File: src/logic/la_defines.svh
`ifndef LA_DEFINES_SVH
`define LA_DEFINES_SVH

// number of probe ports, one sample buffer each
`define LA_PORT_NUM 3

// words per sample buffer
`define LA_SAMPLE_DEPTH 2048

// global sample address carried in a read request
`define LA_ADDR_W 16

// address inside one buffer, log2 of the depth
`define LA_LADDR_W 11

// word count field of a read request
`define LA_NUM_W 10

// probe and sample word width
`define LA_SAMPLE_W 16

`endif

File: src/logic/cmd_pkg.sv
`include "la_defines.svh"

package cmd_pkg;

    // first word of a frame selects its kind
    localparam logic [7:0] OP_WRITE = 8'h00;
    localparam logic [7:0] OP_READ = 8'hFF;

    // write frame payload that arms the capture
    localparam logic [31:0] TRIG_WORD = 32'h0000_FFFF;

    // one received word, two ways to look at it
    // ctrl is used on the opening word, rd on each request of a read frame
    typedef union packed {
        struct packed {
            logic [7:0] opcode;
            logic [23:0] rsvd;
        } ctrl;
        struct packed {
            logic [31-`LA_NUM_W-`LA_ADDR_W:0] rsvd;
            logic [`LA_NUM_W-1:0] num;
            logic [`LA_ADDR_W-1:0] addr;
        } rd;
    } cmd_word_u;

endpackage

File: src/logic/cmd_decoder.sv
`timescale 1ns/10ps
`include "la_defines.svh"

module cmd_decoder (
    input  logic                     rxclk,
    input  logic                     rstn,
    input  logic                     sfp_rxdatavalid,
    input  logic                     sfp_rxdatalast,
    input  logic [31:0]              sfp_rxdata,
    output logic                     trigger,
    output logic [`LA_PORT_NUM-1:0]  porten,
    output logic [`LA_LADDR_W-1:0]   addr,
    output logic [`LA_NUM_W-1:0]     num
);
    import cmd_pkg::*;

    localparam logic [1:0] ST_IDLE = 2'd0;
    localparam logic [1:0] ST_READ = 2'd1;
    localparam logic [1:0] ST_WRITE = 2'd2;
    localparam logic [1:0] ST_SKIP = 2'd3;

    logic [1:0] state;
    logic [1:0] next_state;
    cmd_word_u word;
    logic req;
    logic [`LA_PORT_NUM-1:0] hit;
    logic [`LA_LADDR_W-1:0] local_addr;

    assign word = sfp_rxdata;
    assign req = (state == ST_READ) && sfp_rxdatavalid;

    // frame tracking, a single-word frame never leaves idle
    always_comb begin
        next_state = state;
        case (state)
            ST_IDLE: begin
                if (sfp_rxdatavalid && !sfp_rxdatalast) begin
                    case (word.ctrl.opcode)
                        OP_READ: next_state = ST_READ;
                        OP_WRITE: next_state = ST_WRITE;
                        default: next_state = ST_SKIP;
                    endcase
                end
            end
            default: begin
                if (sfp_rxdatavalid && sfp_rxdatalast) begin
                    next_state = ST_IDLE;
                end
            end
        endcase
    end

    always_ff @(posedge rxclk or negedge rstn) begin
        if (!rstn) begin
            state <= ST_IDLE;
        end else begin
            state <= next_state;
        end
    end

    // trigger word sets, end of the write frame clears
    always_ff @(posedge rxclk or negedge rstn) begin
        if (!rstn) begin
            trigger <= 1'b0;
        end else if (state == ST_WRITE) begin
            if (sfp_rxdatavalid && sfp_rxdata == TRIG_WORD) begin
                trigger <= 1'b1;
            end else if (sfp_rxdatavalid && sfp_rxdatalast) begin
                trigger <= 1'b0;
            end
        end else begin
            trigger <= 1'b0;
        end
    end

    // which port window holds the global address
    always_comb begin
        hit = '0;
        local_addr = '0;
        for (int i = 0; i < `LA_PORT_NUM; i++) begin
            if (int'(word.rd.addr) >= i * `LA_SAMPLE_DEPTH &&
                int'(word.rd.addr) < (i + 1) * `LA_SAMPLE_DEPTH) begin
                hit[i] = 1'b1;
                local_addr = `LA_LADDR_W'(int'(word.rd.addr) - i * `LA_SAMPLE_DEPTH);
            end
        end
    end

    // out-of-range requests give an all-zero strobe
    always_ff @(posedge rxclk or negedge rstn) begin
        if (!rstn) begin
            porten <= '0;
        end else begin
            porten <= req ? hit : '0;
        end
    end

    always_ff @(posedge rxclk) begin
        if (req && |hit) begin
            addr <= local_addr;
            num <= word.rd.num;
        end
    end

endmodule

File: config.mk
export PLATFORM = sky130hd
export DESIGN_NAME = cmd_decoder
export DESIGN_NICKNAME = d
export VERILOG_FILES = /design/src/logic/cmd_pkg.sv /design/src/logic/cmd_decoder.sv
export VERILOG_INCLUDE_DIRS = /design/src /design/src/logic
export SDC_FILE = /design/constraint.sdc
export NUM_CORES = 1
export LEC_CHECK = 0
export ABC_CLOCK_PERIOD_IN_PS = 3350
export BUFFER_PORTS_ARGS = -buffer_cell sky130_fd_sc_hd__buf_2
export CORE_AREA = 2 2 52 54
export CTS_BUF_LIST = sky130_fd_sc_hd__clkbuf_8
export DETAILED_ROUTE_END_ITERATION = 8
export DIE_AREA = 0 0 54 56
export GPL_TIMING_DRIVEN = 0
export PLACE_DENSITY = 0.76
export SETUP_SLACK_MARGIN = 0.3
export SLEW_MARGIN = 20
export SYNTH_ARGS = -nofsm -noshare
export SYNTH_HDL_FRONTEND = slang
export SYNTH_SLANG_ARGS = --single-unit
File: constraint.sdc
create_clock -name rxclk -period 3.35 [get_ports rxclk]
set_input_delay 0.5025 -clock rxclk [delete_from_list [all_inputs] [get_ports rxclk]]
set_output_delay 0.5025 -clock rxclk [all_outputs]
set_load 0.05 [all_outputs]
* Word-level counts from Yosys, hierarchy flattened
Cells that the tools add are included.
** Cells by class
- Reductions and logical operators :: 13
- Add/subtract/negate cells :: 2
- Multiplexer cells :: 14
- Magnitude comparators :: 5
- Equality and inequality tests :: 6
** Operators with widths (count)
- $mux 11 :: 3
- $eq 32x16->1 const B :: 1
- $lt 16x13->1 const B :: 2
- $sub 11x1->11 const B :: 2
- $ge 16x12->1 const B :: 1
- $ge 16x13->1 const B :: 1
- $lt 16x12->1 const B :: 1
- $eq 8x8->1 const B :: 1
- $logic_not 8->1 :: 1
- $logic_and 1x1->1 :: 7
- $mux 1 :: 6
- $mux 2 :: 3
- $pmux 2 s2 :: 1
- $mux 3 :: 1
- $ne 3x1->1 const B :: 1
- $reduce_or 3->1 :: 1
- $eq 2x1->1 const B :: 1
- $eq 2x2->1 const B :: 1
- $logic_not 2->1 :: 1
- $ne 2x2->1 const B :: 1
- $reduce_and 2->1 :: 1
- $reduce_bool 2->1 :: 1
- $logic_not 1->1 :: 1
** Word-level totals
- Input port bits :: 36
- Logic and storage cells :: 45
- Register bits :: 27
- Output and inout bits :: 25

* Logic depth before layout (Yosys ltp)
- Depth in word-level cells :: 5
- Depth in mapped cells :: 4
- Gate-level depth less buffers :: 4

* Worst setup path after synthesis
No wires, ideal clock.
- Kind :: input to register
- Start point :: in sfp_rxdata[14]
- End point :: reg addr[0], enable pin
- Stages on the path :: 2
- Library setup time :: 0.433 ns
- Path buffers :: 0
- Setup slack :: 0.293 ns
- Data required time :: 2.917 ns
- Arrival :: 2.624 ns
- Cells stage by stage :: or3_1 -> a211oi_1
** Between the ends
- Cells in the longest elaborated chain, start to end :: 5
- Elaborated cells on any way between the ends :: 12
- Those cells by class :: order compare: 5; mux: 3; reduce/logical: 4
** Ends and longest elaborated chain
- from (decl) :: RTL line cmd_decoder.sv:9 : input logic [31:0] sfp_rxdata,
- $ge 16x12->1 (no source line), or another cell as far along
- $logic_and 1x1->1 (no source line)
- $mux 1 :: RTL line cmd_decoder.sv:81 : if (int'(word.rd.addr) >= i * `LA_SAMPLE_DEPTH &&
- $reduce_or 3->1 (*) :: RTL line cmd_decoder.sv:99 : if (req && |hit) begin
- $logic_and 1x1->1 (*) :: RTL line cmd_decoder.sv:99
- to (signal assigned) :: RTL line cmd_decoder.sv:100 : addr <= local_addr;
- to (decl) :: RTL line cmd_decoder.sv:12 : output logic [`LA_LADDR_W-1:0] addr,
Mark *: on every way between the ends. The rest lies on a longest branch, timed or not.
A chain may end at the register's enable or synchronous reset.

* Worst setup path in the final report
- Start point :: in sfp_rxdata[14]
- End point :: reg num[8], enable pin
** Between the ends
- Cells in the longest elaborated chain, start to end :: 5
- Elaborated cells on any way between the ends :: 12
- Those cells by class :: order compare: 5; mux: 3; reduce/logical: 4
** Ends and longest elaborated chain
- $ge 16x12->1 (no source line), or another cell as far along
- $logic_and 1x1->1 (no source line)
- $mux 1 :: RTL line cmd_decoder.sv:81
- $reduce_or 3->1 (*) :: RTL line cmd_decoder.sv:99
- $logic_and 1x1->1 (*) :: RTL line cmd_decoder.sv:99
- to (signal assigned) :: RTL line cmd_decoder.sv:101 : num <= word.rd.num;
- to (decl) :: RTL line cmd_decoder.sv:13 : output logic [`LA_NUM_W-1:0] num
Marks and branches as above.

==> results.txt <==
----------------------------------------------------
[Global route]
  Total Routing Usage GR ... 15.3%
  Gr ovfl total ... 0
  Initial antenna violation count ... 0
  Number of global-route vias before repair ... 815
  Largest net degree at the start of global routing ... 16
  First-pass GRT wire length ... 3410 µm

[STA]
  Worst setup margin ... 1.48 ns
  Fmax ... 535 MHz
  Hold Violations, Final ... 0
  Final setup TNS ... 0 ns
  Worst-Margin Slew ... 0.543 ns
  Final setup violation count ... 0
  Hold_ws ... 0.0433 ns
  Worst-case clock skew ... 0.00167 ns
  Worst slew slack as a fraction of its limit ... 63.7%
  Clock period minus final worst setup slack ... 1.87 ns
  Setup repair after global routing missed its margin ... no
  Max Transition Viols Final ... 0
  Part of the cycle the worst path needs ... 55.8%

[Floorplanning]
  Die footprint ... 3020 µm²
  Die Height ... 56 µm
  Width of the die ... 54 µm
  Total core area ... 2430 µm²
  Starting density of the core ... 43.2%
  I/O pins ... 61
  Std cell rows ... 18

[Logic synthesis]
  Nets in the synthesized netlist ... 106
  Top flip-flop cell by instance count after synthesis ... sky130_fd_sc_hd__edfxtp_1
  Syn avg cell area ... 15.0 µm²
  EDFF count, synth ... 21
  Synth top area cells ... sky130_fd_sc_hd__edfxtp_1 (60%), sky130_fd_sc_hd__dfrtp_1 (14%), sky130_fd_sc_hd__and2_1 (6.5%), sky130_fd_sc_hd__nand4_1 (4.2%), sky130_fd_sc_hd__nor4_1 (1.8%)
  Number of library cell types mapped by synthesis ... 20
  Yosys top cell by area ... sky130_fd_sc_hd__edfxtp_1
  Post-synth ARST share ... 22.2%
  Dominant combinational cell family by area after synthesis ... simple AND/OR/NAND/NOR gates
  Post-synthesis share of cell area spent on xor and xnor gates ... 0%
  Portion of netlist area occupied by mux cells ... 0%
  Synthesized-area fraction occupied by ao, oa, aoi and oai cells ... 4.88%
  Number of warnings issued by yosys ... 0
  Simple-gate portion of the synthesized area ... 19.8%
  Portion of the post-synthesis area used by sequential elements ... 74.3%
  Synth top cells by count ... sky130_fd_sc_hd__edfxtp_1 (21), sky130_fd_sc_hd__and2_1 (11), sky130_fd_sc_hd__nand4_1 (7), sky130_fd_sc_hd__dfrtp_1 (6)
  Yosys top cell area share ... 60.0%
  Flip-flop and latch count after synthesis ... 27
  Most numerous cell in the Yosys netlist ... sky130_fd_sc_hd__edfxtp_1
  Syn Inst Count ... 70
  Post-synth design cell area ... 1050 µm²
  Post-synthesis adder-cell area fraction ... 0%

[Worst setup path]
  Category of the worst setup path capture point ... flip-flop
  R2R cell count ... 4
  Crit Path Max Fanout ... 13
  Data arrival, critical path ... 1.85 ns
  Start point of the critical path ... sfp_rxdata[14]
  Critical path start-end classification ... input pin to flip-flop
  Setup crit end ... num[8]
  Setup slack on the worst flop-to-flop path ... 1.55 ns
  Worst r2r src ... state[0]
  Critical Path Start Type ... input pin
  R2R Path End ... trigger
  Required time of the critical path ... 3.33 ns

[Clocking]
  Number of H-tree levels ... 1
  CTS tree ... built
  CTS clock-pin slew for the worst setup and hold paths ... 0.09 ns
  Count of hold-fix buffers inserted at cts ... 0
  Buffer count from post-CTS setup fixing ... 0
  Clk Tree Root Cell ... sky130_fd_sc_hd__clkbuf_8
  Post-CTS sizing ... 0
  Latest clock arrival within the worst-skew pair ... 0.26 ns
  Clock sinks ... 27
  Bufs on Longest Clock Path ... 2
  Number of buffers created by CTS ... 3

[Detailed routing]
  Per-cell routed wire length ... 13.8 µm
  Drt pass-1 iters ... 4
  Via count ... 836
  Remaining antenna violation count ... 0
  # DRC ... 0
  Number of vias per cell ... 5.07
  Drt total wl ... 2280 µm
  Number of DRC markers after the initial detailed-route iteration ... 16

[Final layout]
  Post-route cell area ... 1460 µm²
  Antenna cells ... 0
  Signed area change from the synthesized netlist to the final layout ... 39.2%
  Number of filler cells placed in the layout ... 197
  Fraction of final layout cells sized beyond drive strength 1 ... 51.1%
  Layout Nets ... 172

[Power]
  Flop pwr share ... 61.1%
  Power density cells ... 414 nW/µm²
  Pleak ... 0.000642 µW
  Switching part of the total ... 21.9%
  VDD IR-drop max ... 0.246 mV
  Int Pwr ... 474 µW
  Net Sw Power ... 133 µW
  Clock power frac ... 29.4%
  Gate power share ... 9.5%

[Placed design]
  Worst setup slack before clock tree synthesis ... 1.19 ns
  Post-detailed-placement half-perimeter wirelength ... 1880 µm
  Port buffer count ... 60
  Instance area after placement ... 1420 µm²
  RD Place Congestion ... 0.716

[Run status]
  Status ... complete, no violations

[Run]
  Max capacitance violation total ... 0

[Worst hold path]
  Path type of the worst min-delay path ... input pin to asynchronous set/reset pin

----------------------------------------------------
sequential cells by signal, indices dropped and copies added (netlist names):
name     count
addr        11
num         10
porten       3
state        2
trigger      1
cells by family after synthesis:
kind of cell           after synthesis
AOI/OAI and AO/OA                    7
buffers and inverters                3
DFF                                 27
and+or+nand+nor                     33
stage by stage:
stage	std cells	total power, µW	util [%]
floorplan	70	399	-
global placement	160	431	57.3
detailed placement	161	435	58.2
CTS	165	610	60.1
global route	165	627	60.1
finish	165	606	60.1
layout by cell type, fill, tap and decap left out:
cell type | synthesis | final
sky130_fd_sc_hd__nor4_1 | 3 | 3
sky130_fd_sc_hd__edfxtp_1 | 21 | 21
sky130_fd_sc_hd__or3_1 | 2 | 2
sky130_fd_sc_hd__nand4b_1 | 1 | 1
sky130_fd_sc_hd__nand3_1 | 1 | 1
sky130_fd_sc_hd__clkbuf_8 | 0 | 3
sky130_fd_sc_hd__buf_2 | 0 | 60
sky130_fd_sc_hd__nor2_1 | 1 | 1
sky130_fd_sc_hd__dfrtp_1 | 6 | 6
sky130_fd_sc_hd__or4_1 | 1 | 1
sky130_fd_sc_hd__o41ai_2 | 1 | 1
sky130_fd_sc_hd__inv_1 | 2 | 2
sky130_fd_sc_hd__nand4_1 | 7 | 7
sky130_fd_sc_hd__a31oi_1 | 2 | 2
sky130_fd_sc_hd__buf_8 | 0 | 1
sky130_fd_sc_hd__a211oi_4 | 0 | 1
sky130_fd_sc_hd__clkinv_2 | 0 | 1
sky130_fd_sc_hd__or2_2 | 1 | 1
sky130_fd_sc_hd__a21oi_1 | 3 | 3
sky130_fd_sc_hd__nor4b_1 | 2 | 2
sky130_fd_sc_hd__and2_2 | 1 | 1
sky130_fd_sc_hd__clkbuf_1 | 1 | 1
sky130_fd_sc_hd__nand2_1 | 2 | 2
sky130_fd_sc_hd__and2_1 | 11 | 11
worst max-delay path: stages:
cell and delay [ns]:
sky130_fd_sc_hd__buf_2 0.10, sky130_fd_sc_hd__or3_1 0.48, sky130_fd_sc_hd__a211oi_4 0.54, sky130_fd_sc_hd__buf_8 0.23
worst min path at each step:
stage | start | to | slack (ns) | cells after the start
after detailed placement | rstn | porten[0] | 0.33 | 1
after global placement | rstn | porten[2] | 0.33 | 1
after CTS | rstn | state[1] | 0.04 | 1
after global routing | rstn | porten[1] | 0.05 | 1
final | rstn | state[1] | 0.04 | 1
after floorplan | rstn | porten[0] | 0.21 | 0
layout make-up:
class / count / area (µm²) / share of cell area [%]
sequential: 27 / 781 / 53.4
timing repair buffer: 61 / 315 / 21.6
multi-input combinational: 40 / 272 / 18.6
clock buffer: 3 / 41.3 / 2.82
tap: 30 / 37.5 / 2.57
inverter: 2 / 7.51 / 0.513
clock inverter: 1 / 5.00 / 0.342
buffer: 1 / 3.75 / 0.257
power groups by stage:
| stage | Clock [µW] | Sequential, µW | Combinational (µW) |
|---|---|---|---|
| 3_3_place_gp | 0 | 378 | 52.9 |
| 2_1_floorplan | 0 | 383 | 15.6 |
| 4_1_cts | 182 | 370 | 57.7 |
| 5_1_grt | 192 | 371 | 63.7 |
| 3_5_place_dp | 0 | 378 | 57.6 |
| 6_report | 178 | 370 | 57.5 |
routing by layer:
layer,wire (µm),vias up,share of wire [%],track usage [%]
met3,213,4,9.4,1.88
met1,906,381,40,17.1
met4,39,0,1.7,6.79
met2,1120,45,49,27.7
li1,-,406,-,-
met5,0,-,0,0
Power figures use the tool's default switching activity.
