==> config.mk <==
export PLATFORM = sky130hd
export DESIGN_NAME = readout_sequencer
export DESIGN_NICKNAME = d
export VERILOG_FILES = /design/src/logic/capture_pkg.sv /design/src/logic/readout_sequencer.sv
export VERILOG_INCLUDE_DIRS = /design/src /design/src/logic
export SDC_FILE = /design/constraint.sdc
export NUM_CORES = 1
export LEC_CHECK = 0
export BUFFER_PORTS_ARGS = -buffer_cell sky130_fd_sc_hd__buf_4
export CAP_MARGIN = 20
export CORE_MARGIN = 3
export CORE_UTILIZATION = 47
export DETAILED_ROUTE_END_ITERATION = 8
export PLACE_DENSITY_LB_ADDON = 0.1
export SYNTH_ARGS = -nofsm -noshare
export SYNTH_HDL_FRONTEND = slang
export SYNTH_SLANG_ARGS = --single-unit
==> constraint.sdc <==
create_clock -name rxclk -period 3.6 [get_ports rxclk]
set_clock_uncertainty 0.2 [all_clocks]
set_input_delay 0.36 -clock rxclk [delete_from_list [all_inputs] [get_ports rxclk]]
set_output_delay 0.36 -clock rxclk [all_outputs]
set_load 0.02 [all_outputs]
==> src/logic/la_defines.svh <==
`ifndef LA_DEFINES_SVH
`define LA_DEFINES_SVH

// number of probe ports, one sample buffer each
`define LA_PORT_NUM 3

// words per sample buffer
`define LA_SAMPLE_DEPTH 2048

// global sample address carried in a read request
`define LA_ADDR_W 16

// address inside one buffer, log2 of the depth
`define LA_LADDR_W 11

// word count field of a read request
`define LA_NUM_W 10

// probe and sample word width
`define LA_SAMPLE_W 16

`endif

==> src/logic/capture_pkg.sv <==
`include "la_defines.svh"

package capture_pkg;

    // capture progress of one buffer
    // done holds until the trigger rises again
    typedef enum logic [1:0] {
        CAP_IDLE,
        CAP_RUN,
        CAP_DONE
    } cap_state_e;

    // one probe sample
    typedef logic [`LA_SAMPLE_W-1:0] sample_t;

endpackage

==> src/logic/readout_sequencer.sv <==
`timescale 1ns/10ps
`include "la_defines.svh"

module readout_sequencer (
    input  logic                                    rxclk,
    input  logic                                    rstn,
    input  logic [`LA_PORT_NUM-1:0]                 porten,
    input  logic [`LA_LADDR_W-1:0]                  addr,
    input  logic [`LA_NUM_W-1:0]                    num,
    input  logic [`LA_PORT_NUM*`LA_SAMPLE_W-1:0]    rd_data_all,
    output logic [`LA_PORT_NUM-1:0]                 rd_en,
    output logic [`LA_LADDR_W-1:0]                  rd_addr,
    output logic                                    tx_valid,
    output logic                                    tx_last,
    output logic [31:0]                             tx_data,
    output logic [1:0]                              tx_port
);
    import capture_pkg::*;

    logic busy;
    logic [`LA_NUM_W-1:0] remaining;
    logic [`LA_LADDR_W-1:0] rd_ptr;
    logic [1:0] req_idx;
    logic [1:0] port_sel;
    logic [1:0] port_q;
    logic [`LA_LADDR_W-1:0] tag_q;
    logic accept;
    logic issue_last;
    sample_t rd_sel;

    // one-hot strobe to port index
    always_comb begin
        req_idx = '0;
        for (int i = 0; i < `LA_PORT_NUM; i++) begin
            if (porten[i]) begin
                req_idx = 2'(i);
            end
        end
    end

    // requests arriving mid-burst are lost
    assign accept = |porten && !busy && num != '0;
    assign issue_last = busy && remaining == `LA_NUM_W'(1);

    always_ff @(posedge rxclk or negedge rstn) begin
        if (!rstn) begin
            busy <= 1'b0;
            remaining <= '0;
        end else if (accept) begin
            busy <= 1'b1;
            remaining <= num;
        end else if (busy) begin
            busy <= !issue_last;
            remaining <= remaining - 1'b1;
        end
    end

    // local address wraps at the buffer depth
    always_ff @(posedge rxclk) begin
        if (accept) begin
            rd_ptr <= addr;
            port_sel <= req_idx;
        end else if (busy) begin
            if (rd_ptr == `LA_LADDR_W'(`LA_SAMPLE_DEPTH - 1)) begin
                rd_ptr <= '0;
            end else begin
                rd_ptr <= rd_ptr + 1'b1;
            end
        end
    end

    always_comb begin
        for (int i = 0; i < `LA_PORT_NUM; i++) begin
            rd_en[i] = busy && port_sel == 2'(i);
        end
    end
    assign rd_addr = rd_ptr;

    // tag and port follow the memory latency
    always_ff @(posedge rxclk) begin
        tag_q <= rd_ptr;
        port_q <= port_sel;
    end

    always_ff @(posedge rxclk or negedge rstn) begin
        if (!rstn) begin
            tx_valid <= 1'b0;
            tx_last <= 1'b0;
        end else begin
            tx_valid <= busy;
            tx_last <= issue_last;
        end
    end

    assign rd_sel = rd_data_all[port_q*`LA_SAMPLE_W +: `LA_SAMPLE_W];
    assign tx_data = {`LA_ADDR_W'(tag_q), rd_sel};
    assign tx_port = port_q;

endmodule

Word level (Yosys, flattened, before mapping)
Index checks and enable logic that the tools add are counted.

Input bits: 74. Output and inout bits: 50. Bits in registers: 39. Word-level logic and storage cells: 35.

Shift operators: 1. Reductions and logical operators: 12. Add/subtract/negate cells: 2. Equality and inequality tests: 4. Mux-type cells: 8.

Operator list (count): indexed part select 48 x 7 -> 16 bit (1); 2-to-1 mux 11 bit (3); 2-to-1 mux 10 bit (2); adder 11 x 1 -> 11 bit (second input constant) (1); == test 11 bit (second input constant) (1); == test 10 x 1 -> 1 bit (second input constant) (1); nonzero test 10 bit (1); subtractor 10 x 1 -> 10 bit (second input constant) (1); logical AND 1 bit (6); 2-to-1 mux 1 bit (3); OR reduction 3 bit (1); == test 2 x 1 -> 1 bit (second input constant) (1); == test 2 bit (second input constant) (1); logical NOT 1 bit (2); logical NOT 2 bit (1); nonzero test 2 bit (1).

Logic depth before layout (Yosys ltp)
Gate-level depths: netlist of the first run.

Depth after elaboration: 5. Mapped depth: 6. Mapped depth without buffers: 6.

Least setup slack after synthesis of the first run
OpenSTA, ideal clock, no wires.

Path kind: reg2out. Start: register port_q[1] (netlist: tx_port[1]). End: output port tx_data[10]. Path buffers: 2. Slack: 1505 ps. Data arrival time: 1535 ps. Data required time: 3040 ps. Cell stages (with the launch flop): 5. Cells stage by stage: dfxtp_1 > buf_2 > buf_2 > mux2i_1 > o21ai_0.

Longest elaborated chain between the ends: 1.

RTL lines: start, declared (line readout_sequencer.sv:25) `logic [1:0] port_q;`; start signal, assigned (line readout_sequencer.sv:82) `port_q <= port_sel;`; indexed part select 48 x 7 -> 16 bit (line readout_sequencer.sv:95) `` assign rd_sel = rd_data_all[port_q*`LA_SAMPLE_W +: `LA_SAMPLE_W]; ``; end, declared (line readout_sequencer.sv:15) `output logic [31:0] tx_data,`.

Every way passes these cells.

Final worst setup path of the first run
Start: register port_q[0] (netlist: tx_port[0]). End: output port tx_data[10].

The elaborated chain is that of the path after synthesis.

==> impl_metrics.ini, run 1 <==
[sta]
fin_crit_ns = 2.60
setup_viol = 0
slew_violations = 0
tightest_slew_ns = 0.652
hold_viol = 0
worst_slew_margin_rel_pct = 56.5
timing.setup.tns_ns = 0
hold_ws_ns = 0.0660
setup_slack_ns = 0.999
period_share_pct = 72.3
rsz0062_at_grt = no
clock.fmax_mhz = 384

[die]
die_h_um = 73.0
coreArea_um2 = 4170
die_area_um2 = 5330
initial_core_util_pct = 50.6
rows = 23
ios = 124
die_x_um = 73.0

[placed_design]
portBuffers = 118
pre_cts_slack_ns = 1.29
hpwl_um = 4680
place_congestion = 0.894

[pwr]
p_leak_nw = 1.43
peakVddDrop_uv = 471
swShare_pct = 39.9
p_int_mw = 1.27
power.switching_uw = 845
p_seq_share_pct = 42.7
p_total_mw = 2.12
p_comb_share_pct = 43.5
power.density_nw_per_um2 = 685
clockPowerShare_pct = 13.8

[logic_synthesis]
yosysMostFrequentCell = nand2_1
synth_commonest_cells = 29 x nand2_1, 22 x o21ai_0, 16 x mux2i_1
synth-seq-area-share_pct = 46.2
ys_seq_elements = 39
synth_top_flop_cell = edfxtp_1
yosys-top-cells-area = edfxtp_1 18%, dfrtp_1 15%, dfxtp_1 12%
synth_area_um2 = 2110
avgSynthCellArea_um2 = 10.2
synth_top_cell_by_area = edfxtp_1
async_flop_share_pct = 33.3
synth.distinct_cells = 51
yosysWarnings = 0
synth_edf_count = 13
synth_top_area_share_pct = 18.5
syn_inst = 207

[outcome]
status = finished, final reports clean

[cts]
path_clk_slew_ns = 0.07
ctsHoldBuffers = 1
cts_setup_buffers = 0
post_cts_resized = 0
cts_root_buffer = clkbuf_8
cts_tree = built
clock_path_buffers = 2
cts-htree-levels = 2
cts_buffers = 5
worstSkewPairLatency_ns = 0.30
clock_sinks = 39

[routing]
wirelength_um = 5940
drc = 0
drtPass1Iterations = 4
num_vias = 1962
viasPerCell = 5.23
drt_iter0_drc = 24
final_antenna_net_count = 0
wl_per_cell_um = 15.8

[grt]
grt_max_degree = 23
grt_pass1_vias = 1889
grt_pass1_wl_um = 9260
grt_usage_pct = 22.3
antenna_found_initial = 0
grt.overflow.total = 0

[layout]
syn_to_final_growth_pct = 46.5
seqCellArea_um2 = 976
final_util_pct = 74.1
multi_input_area_um2 = 1030
nets = 401
drive_gt1_share_pct = 44.0
num_antenna_cells = 0
fillers = 314

[critical_path]
cp_data_arrival_time_ns = 2.04
startpoint_type = flip-flop
path_class = flip-flop to output port
cp_max_fo = 18
required_ns = 3.04
cp-end-kind = output port

[flow_run]
cap_violations = 0

[min_path]
hold_class = input port to flip-flop
## worst max-delay path, cell delays in order (launching register included)
cell,delay [ns]
dfxtp_1,0.65
nor2b_1,0.47
buf_4,0.26
nand2_1,0.06
o21ai_0,0.12
buf_4,0.20
## worst paths after layout
| check | from | to | slack (ns) | cells after the start |
|---|---|---|---|---|
| min reg2reg | port_sel[0] | tx_port[0] | 0.22 | 0 |
| max | tx_port[0] | tx_data[10] | 1.0 | 5 |
| max reg2reg | busy | rd_addr[4] | 1.28 | 3 |
| max in group asynchronous | rstn | tx_valid | 2.79 | 2 |
| min in group asynchronous | rstn | remaining[8] | 0.24 | 2 |
| min | porten[2] | port_sel[1] | 0.07 | 1 |
## cell usage in the layout (no fill, tap or decap), types with 2 or more instances in the layout
cell and count:
nand3_1 9, nor3_1 5, mux2i_1 16, a221o_1 2
conb_1 5, o21ai_0 22, nand2_1 29, nand4_1 2
ha_1 3, clkbuf_8 5, dfxtp_1 13, clkinvlp_4 2
buf_4 120, dfrtp_1 13, nor2_1 7, xnor2_1 6
nor2b_1 2, inv_1 5, edfxtp_1 13, xor2_1 6
o211ai_1 3, and3_1 2, o2bb2ai_1 6
## sequential cells by signal, summed over array words and instances, names as in the netlist
register and count:
port_sel 2, tag_q 11, busy 1, tx_valid 1
tx_port 2, tx_last 1, remaining 10, rd_addr 11
## kinds of logic after synthesis
family                   synth area share [%]
multiplexers                             8.12
AND/OR/NAND/NOR                          18.8
XOR/XNOR                                 4.98
adder cells (fa/ha/maj)                  1.78
AO/OA/AOI/OAI                            14.5
flip-flops                               46.2
buffers and inverters                    5.45
other                                   0.178
## final cells by class
type,instances,area share (%)
multi-input combinational,152,33.5
sequential,39,31.6
timing repair buffer,121,29.5
clock buffer,5,2.23
tap,50,2.02
clock inverter,3,0.648
inverter,5,0.607
## layer usage
layer | GRT usage [%] | up-vias | routed length (um)
li1 | - | 966 | -
met1 | 28.4 | 901 | 2440
met2 | 37.1 | 87 | 2880
met3 | 6.61 | 8 | 525
met4 | 5.12 | 0 | 97
met5 | 0 | - | 0
## power groups by stage
stage	clock [mW]	combinational, mW	sequential [mW]
5_1_grt	0.315	0.997	0.944
3_3_place_gp	0	0.906	0.903
4_1_cts	0.299	0.930	0.905
6_report	0.292	0.921	0.905
3_5_place_dp	0	0.928	0.912
2_1_floorplan	0	0.400	1.03
## per-stage QoR
step | cell area, um^2 | cells
after floorplan | 2130 | 211
after global placement | 2990 | 366
after detailed placement | 2990 | 366
after CTS | 3090 | 375
after global routing | 3090 | 375
final | 3090 | 375
(Power assumes the default switching activity.)
==> run 2: changes to the inputs <==
ABC_AREA = 1   (was not set)
CORE_UTILIZATION = 40   (was 47)
clock period = 2.2 ns   (was 3.6 ns; I/O delays follow)
==> impl_metrics.ini, run 2 <==
[outcome]
status = finished, final reports clean

[flow_run]
cap_violations = 0

[sta]
rsz0062_at_grt = no
timing.setup.tns_ns = 0
clock.fmax_mhz = 487
setup_viol = 0
slew_violations = 0
fin_crit_ns = 2.05
setup_slack_ns = 0.148
hold_viol = 0
period_share_pct = 93.3

[grt]
grt_max_degree = 26
grt_pass1_vias = 2294
grt_pass1_wl_um = 10900
antenna_found_initial = 0
grt_usage_pct = 21.1
grt.overflow.total = 0

[critical_path]
cp_max_fo = 14
cp_num_buf_inv = 3
cp_data_arrival_time_ns = 1.63
slowest_stage = dfxtp_1
path_class = flip-flop to output port
cp-startpoint = tx_port[0]
required_ns = 1.78
crit_path_frequent_cell = buf_4
critPathMaxStageDelay_ns = 0.37
reg2reg_from = rd_addr[0]
crit_chain = inv_1 > buf_4 > nor2_1 > o31ai_1 > buf_4
cp_top_family = buffers and inverters
startpoint_type = flip-flop
r2r_slack_ns = 0.32
cp-end-kind = output port

[routing]
drc = 0
drtPass1Iterations = 4
drt_iter0_drc = 120
num_vias = 2548
viasPerCell = 5.02
wirelength_um = 7090
final_antenna_net_count = 0
wl_per_cell_um = 13.9

[layout]
stdcell_count = 508
final_common_cell = buf_4
nets = 514
fillers = 453
final_cell_mix = 125 x buf_4, 63 x nand3_1, 58 x nor2_1, 57 x nand2_1, 22 x inv_1
multi_input_area_um2 = 1100
seqCellArea_um2 = 976
num_antenna_cells = 0
syn_to_final_growth_pct = 54.2
drive_gt1_share_pct = 31.7
final_util_pct = 66.0

[logic_synthesis]
yosys-top-cells-area = edfxtp_1 17%, dfrtp_1 14%, nand3_1 14%
yosysWarnings = 0
synth_top_flop_cell = edfxtp_1
ys_seq_elements = 39
syn_inst = 305
synth.distinct_cells = 30
async_flop_share_pct = 33.3
synth_commonest_cells = 63 x nand3_1, 58 x nor2_1, 57 x nand2_1
avgSynthCellArea_um2 = 7.40
synth_top_cell_by_area = edfxtp_1
synth-seq-area-share_pct = 43.3
synth_top_area_share_pct = 17.3
yosysMostFrequentCell = nand3_1
synth_area_um2 = 2260
synth_edf_count = 13

[cts]
cts_setup_buffers = 0
worstSkewPairLatency_ns = 0.29
cts_tree = built
cts_root_buffer = clkbuf_8
clock_sinks = 39
cts-htree-levels = 2
path_clk_slew_ns = 0.08
clock_path_buffers = 2
cts_buffers = 5

[pwr]
peakVddDrop_uv = 666
power.density_nw_per_um2 = 858
p_total_mw = 2.98
p_leak_nw = 1.71

[die]
die_h_um = 81.1
coreArea_um2 = 5270
die_x_um = 81.1
die_area_um2 = 6580
rows = 26
ios = 124
initial_core_util_pct = 42.8

[placed_design]
place_congestion = 0.852
dp.cells = 485
pre_cts_slack_ns = 0.326
hpwl_um = 5330
portBuffers = 118

[min_path]
min_from = addr[7]
hold_class = input port to flip-flop
==> run 2: what timing repair did <==
| action | in CTS | in global routing |
|---|---|---|
| hold endpoints to repair | 27 | 0 |
| setup endpoints to repair | 0 | 9 |
| hold buffers | 15 | 0 |
| resized for setup | 0 | 1 |
==> run 2: power breakdown <==
group / internal (mW) / switching, mW
combinational: 0.495 / 0.590
sequential: 1.00 / 0.189
clock: 0.453 / 0.255
total: 1.95 / 1.03
==> run 2: metrics by stage <==
stage,hold slack (ns),area [um^2]
2_1_floorplan,-0.276,2270
3_3_place_gp,-0.126,3190
3_5_place_dp,-0.118,3190
4_1_cts,0.00179,3470
5_1_grt,0.00188,3480
6_report,0.00590,3480
==> run 2: final cells by class <==
cell class / instances / share of cell area (%)
timing repair buffer: 140 / 31.3
clock inverter: 2 / 1.73
multi-input combinational: 228 / 31.8
sequential: 39 / 28.1
tap: 70 / 2.52
inverter: 23 / 2.55
clock buffer: 6 / 2.09
==> run 2: path summary, 6_finish.rpt <==
kind / endpoint / cells past startpoint
min in group asynchronous: remaining[6] / 2
worst min register to register: tx_port[1] / 0
max in group asynchronous: remaining[1] / 2
worst max-delay path: tx_data[0] / 5
worst max register to register: rd_addr[5] / 6
worst min-delay path: rd_addr[7] / 3
==> run 2: cell families after synthesis <==
family,count (synthesis),share of synthesized area [%]
AOI/OAI and AO/OA,23,7.65
xor gates and xnor gates,2,0.777
adders and majority gates,3,1.66
buffers and inverters,42,8.76
DFF,39,43.3
other,1,0.166
and+or+nand+nor,195,37.7
==> run 2: worst register-to-register path: stages (launching register included) <==
cell	delay, ns
edfxtp_1	0.45
ha_1	0.23
nand3_1	0.16
inv_1	0.14
nand3_1	0.22
nand3_1	0.15
o21ai_0	0.09
==> run 2: layer usage <==
| metal | part of all wire, % | track usage [%] | vias up |
|---|---|---|---|
| met4 | 1.2 | 5.07 | 0 |
| li1 | - | - | 1265 |
| met5 | 0 | 0 | - |
| met2 | 47 | 36.2 | 110 |
| met1 | 43 | 26.4 | 1164 |
| met3 | 8.5 | 5.43 | 9 |
==> run 3: changes to the inputs <==
CORE_UTILIZATION = 48   (was 40)
RECOVER_POWER = 100   (was not set)
clock period = 2.65 ns   (was 2.2 ns; I/O delays follow)
==> impl_metrics.ini, run 3 (synthesis gave the netlist of run 2 again) <==
[layout]
nets = 501
final_cell_mix = 76 x buf_4, 63 x nand3_1, 58 x nor2_1, 57 x nand2_1, 47 x clkbuf_1
syn_to_final_growth_pct = 37.5
num_antenna_cells = 0
final_common_cell = buf_4
fillers = 429
drive_gt1_share_pct = 21.4
multi_input_area_um2 = 1100
final_util_pct = 69.8
fin_area_um2 = 3100
seqCellArea_um2 = 976

[critical_path]
cp_top_family = buffers and inverters
cp_max_fo = 11
cp-end-kind = flip-flop
startpoint_type = input port
critPathMaxStageDelay_ns = 0.55
slowest_stage = dlygate4sd3_1
path_class = input port to flip-flop
required_ns = 2.38
cp_data_arrival_time_ns = 2.07
cp_num_buf_inv = 3
crit_chain = dlygate4sd3_1 > clkbuf_4 > nor2_1 > a21oi_4 > o21ai_2 > nand2_1 > clkbuf_1

[cts]
path_clk_slew_ns = 0.08
clock_path_buffers = 2
clock_sinks = 39
cts_tree = built
post_cts_resized = 0
worstSkewPairLatency_ns = 0.28
cts-htree-levels = 2
cts_buffers = 5
cts_root_buffer = clkbuf_8
ctsHoldBuffers = 4
cts_setup_buffers = 0

[min_path]
hold_class = input port to flip-flop

[placed_design]
hpwl_um = 5140
dpl-instance-area_um2 = 3150
place_congestion = 0.876
portBuffers = 118

[pwr]
power.density_nw_per_um2 = 686
p_leak_nw = 1.46
peakVddDrop_uv = 678
p_total_mw = 2.13

[grt]
grt_usage_pct = 23.3
grt_max_degree = 20
antenna_found_initial = 0
grt_pass1_vias = 2169
grt.overflow.total = 0
grt_pass1_wl_um = 9960

[sta]
rsz0062_at_grt = no
hold_ws_ns = 0.0372
timing.setup.tns_ns = 0
slew_violations = 0
clock.fmax_mhz = 426
period_share_pct = 88.6
setup_viol = 0
tightest_slew_ns = 0.723
fin_crit_ns = 2.35
hold_viol = 0
worst_slew_margin_rel_pct = 51.8

[routing]
drt_iter0_drc = 110
drtPass1Iterations = 4
num_vias = 2468
wl_per_cell_um = 14.1
final_antenna_net_count = 0
drc = 0
wirelength_um = 6710
viasPerCell = 5.17

[die]
ios = 124
rows = 24
die_x_um = 74.6
initial_core_util_pct = 50.8
die_h_um = 74.6
coreArea_um2 = 4440
die_area_um2 = 5560

[outcome]
status = finished, final reports clean

[flow_run]
cap_violations = 0
-- run 3: cell count changes in the layout (fill, tap and decap cells not counted) --
| cell | previous run | this run |
|---|---|---|
| clkbuf_1 | 1 | 47 |
| clkinv_2 | 0 | 1 |
| o21ai_2 | 0 | 1 |
| o21ai_4 | 1 | 0 |
| clkbuf_4 | 0 | 1 |
| bufinv_16 | 2 | 0 |
| clkinvlp_4 | 0 | 1 |
| dlygate4sd3_1 | 15 | 4 |
| buf_4 | 125 | 76 |
-- run 3: routing by layer --
| metal | routed length, um | vias up | share of wire [%] | global-route usage (%) |
|---|---|---|---|---|
| met5 | 0 | - | 0 | 0 |
| met4 | 79 | 0 | 1.2 | 5.73 |
| met3 | 662 | 8 | 9.9 | 5.54 |
| met2 | 3220 | 130 | 48 | 41.8 |
| met1 | 2750 | 1080 | 41 | 28.0 |
| li1 | - | 1250 | - | - |
-- run 3: report_power, final --
| part | internal (mW) | leakage [nW] | switching [mW] |
|---|---|---|---|
| Combinational | 0.266 | 1.03 | 0.487 |
| Clock | 0.184 | 0.0412 | 0.206 |
| Sequential | 0.831 | 0.382 | 0.155 |
-- run 3: final cells by class --
cell class                      count  share of cell area [%]
Clock buffer                        6                    2.34
Clock inverter                      2                   0.403
Inverter                           23                    2.86
Multi-Input combinational cell    228                    35.4
Sequential cell                    39                    31.5
Tap cell                           52                    2.10
Timing Repair Buffer              127                    25.5
-- run 3: worst register-to-register path, stage by stage (launching register included) --
cell      delay [ns]
dfrtp_1         0.54
a21oi_4         0.34
o21ai_2         0.19
nand2_1         0.09
clkbuf_1        0.51
-- run 3: final timing paths --
check,depth (start not counted),start,endpoint,slack (ns)
max,7,porten[2],rd_addr[0],0.30
min,3,num[0],remaining[0],0.04
max reg2reg,4,busy,rd_addr[0],0.43
min reg2reg,0,port_sel[1],tx_port[1],0.22
max in group asynchronous,2,rstn,busy,1.47
min in group asynchronous,2,rstn,remaining[8],0.33
-- run 3: metrics by stage --
step | setup WS [ns] | cells
after global placement | 0.823 | 465
after detailed placement | 0.691 | 465
final | 0.302 | 477
after CTS | 0.378 | 477
after global routing | 0.151 | 477
after floorplan | 0.746 | 309
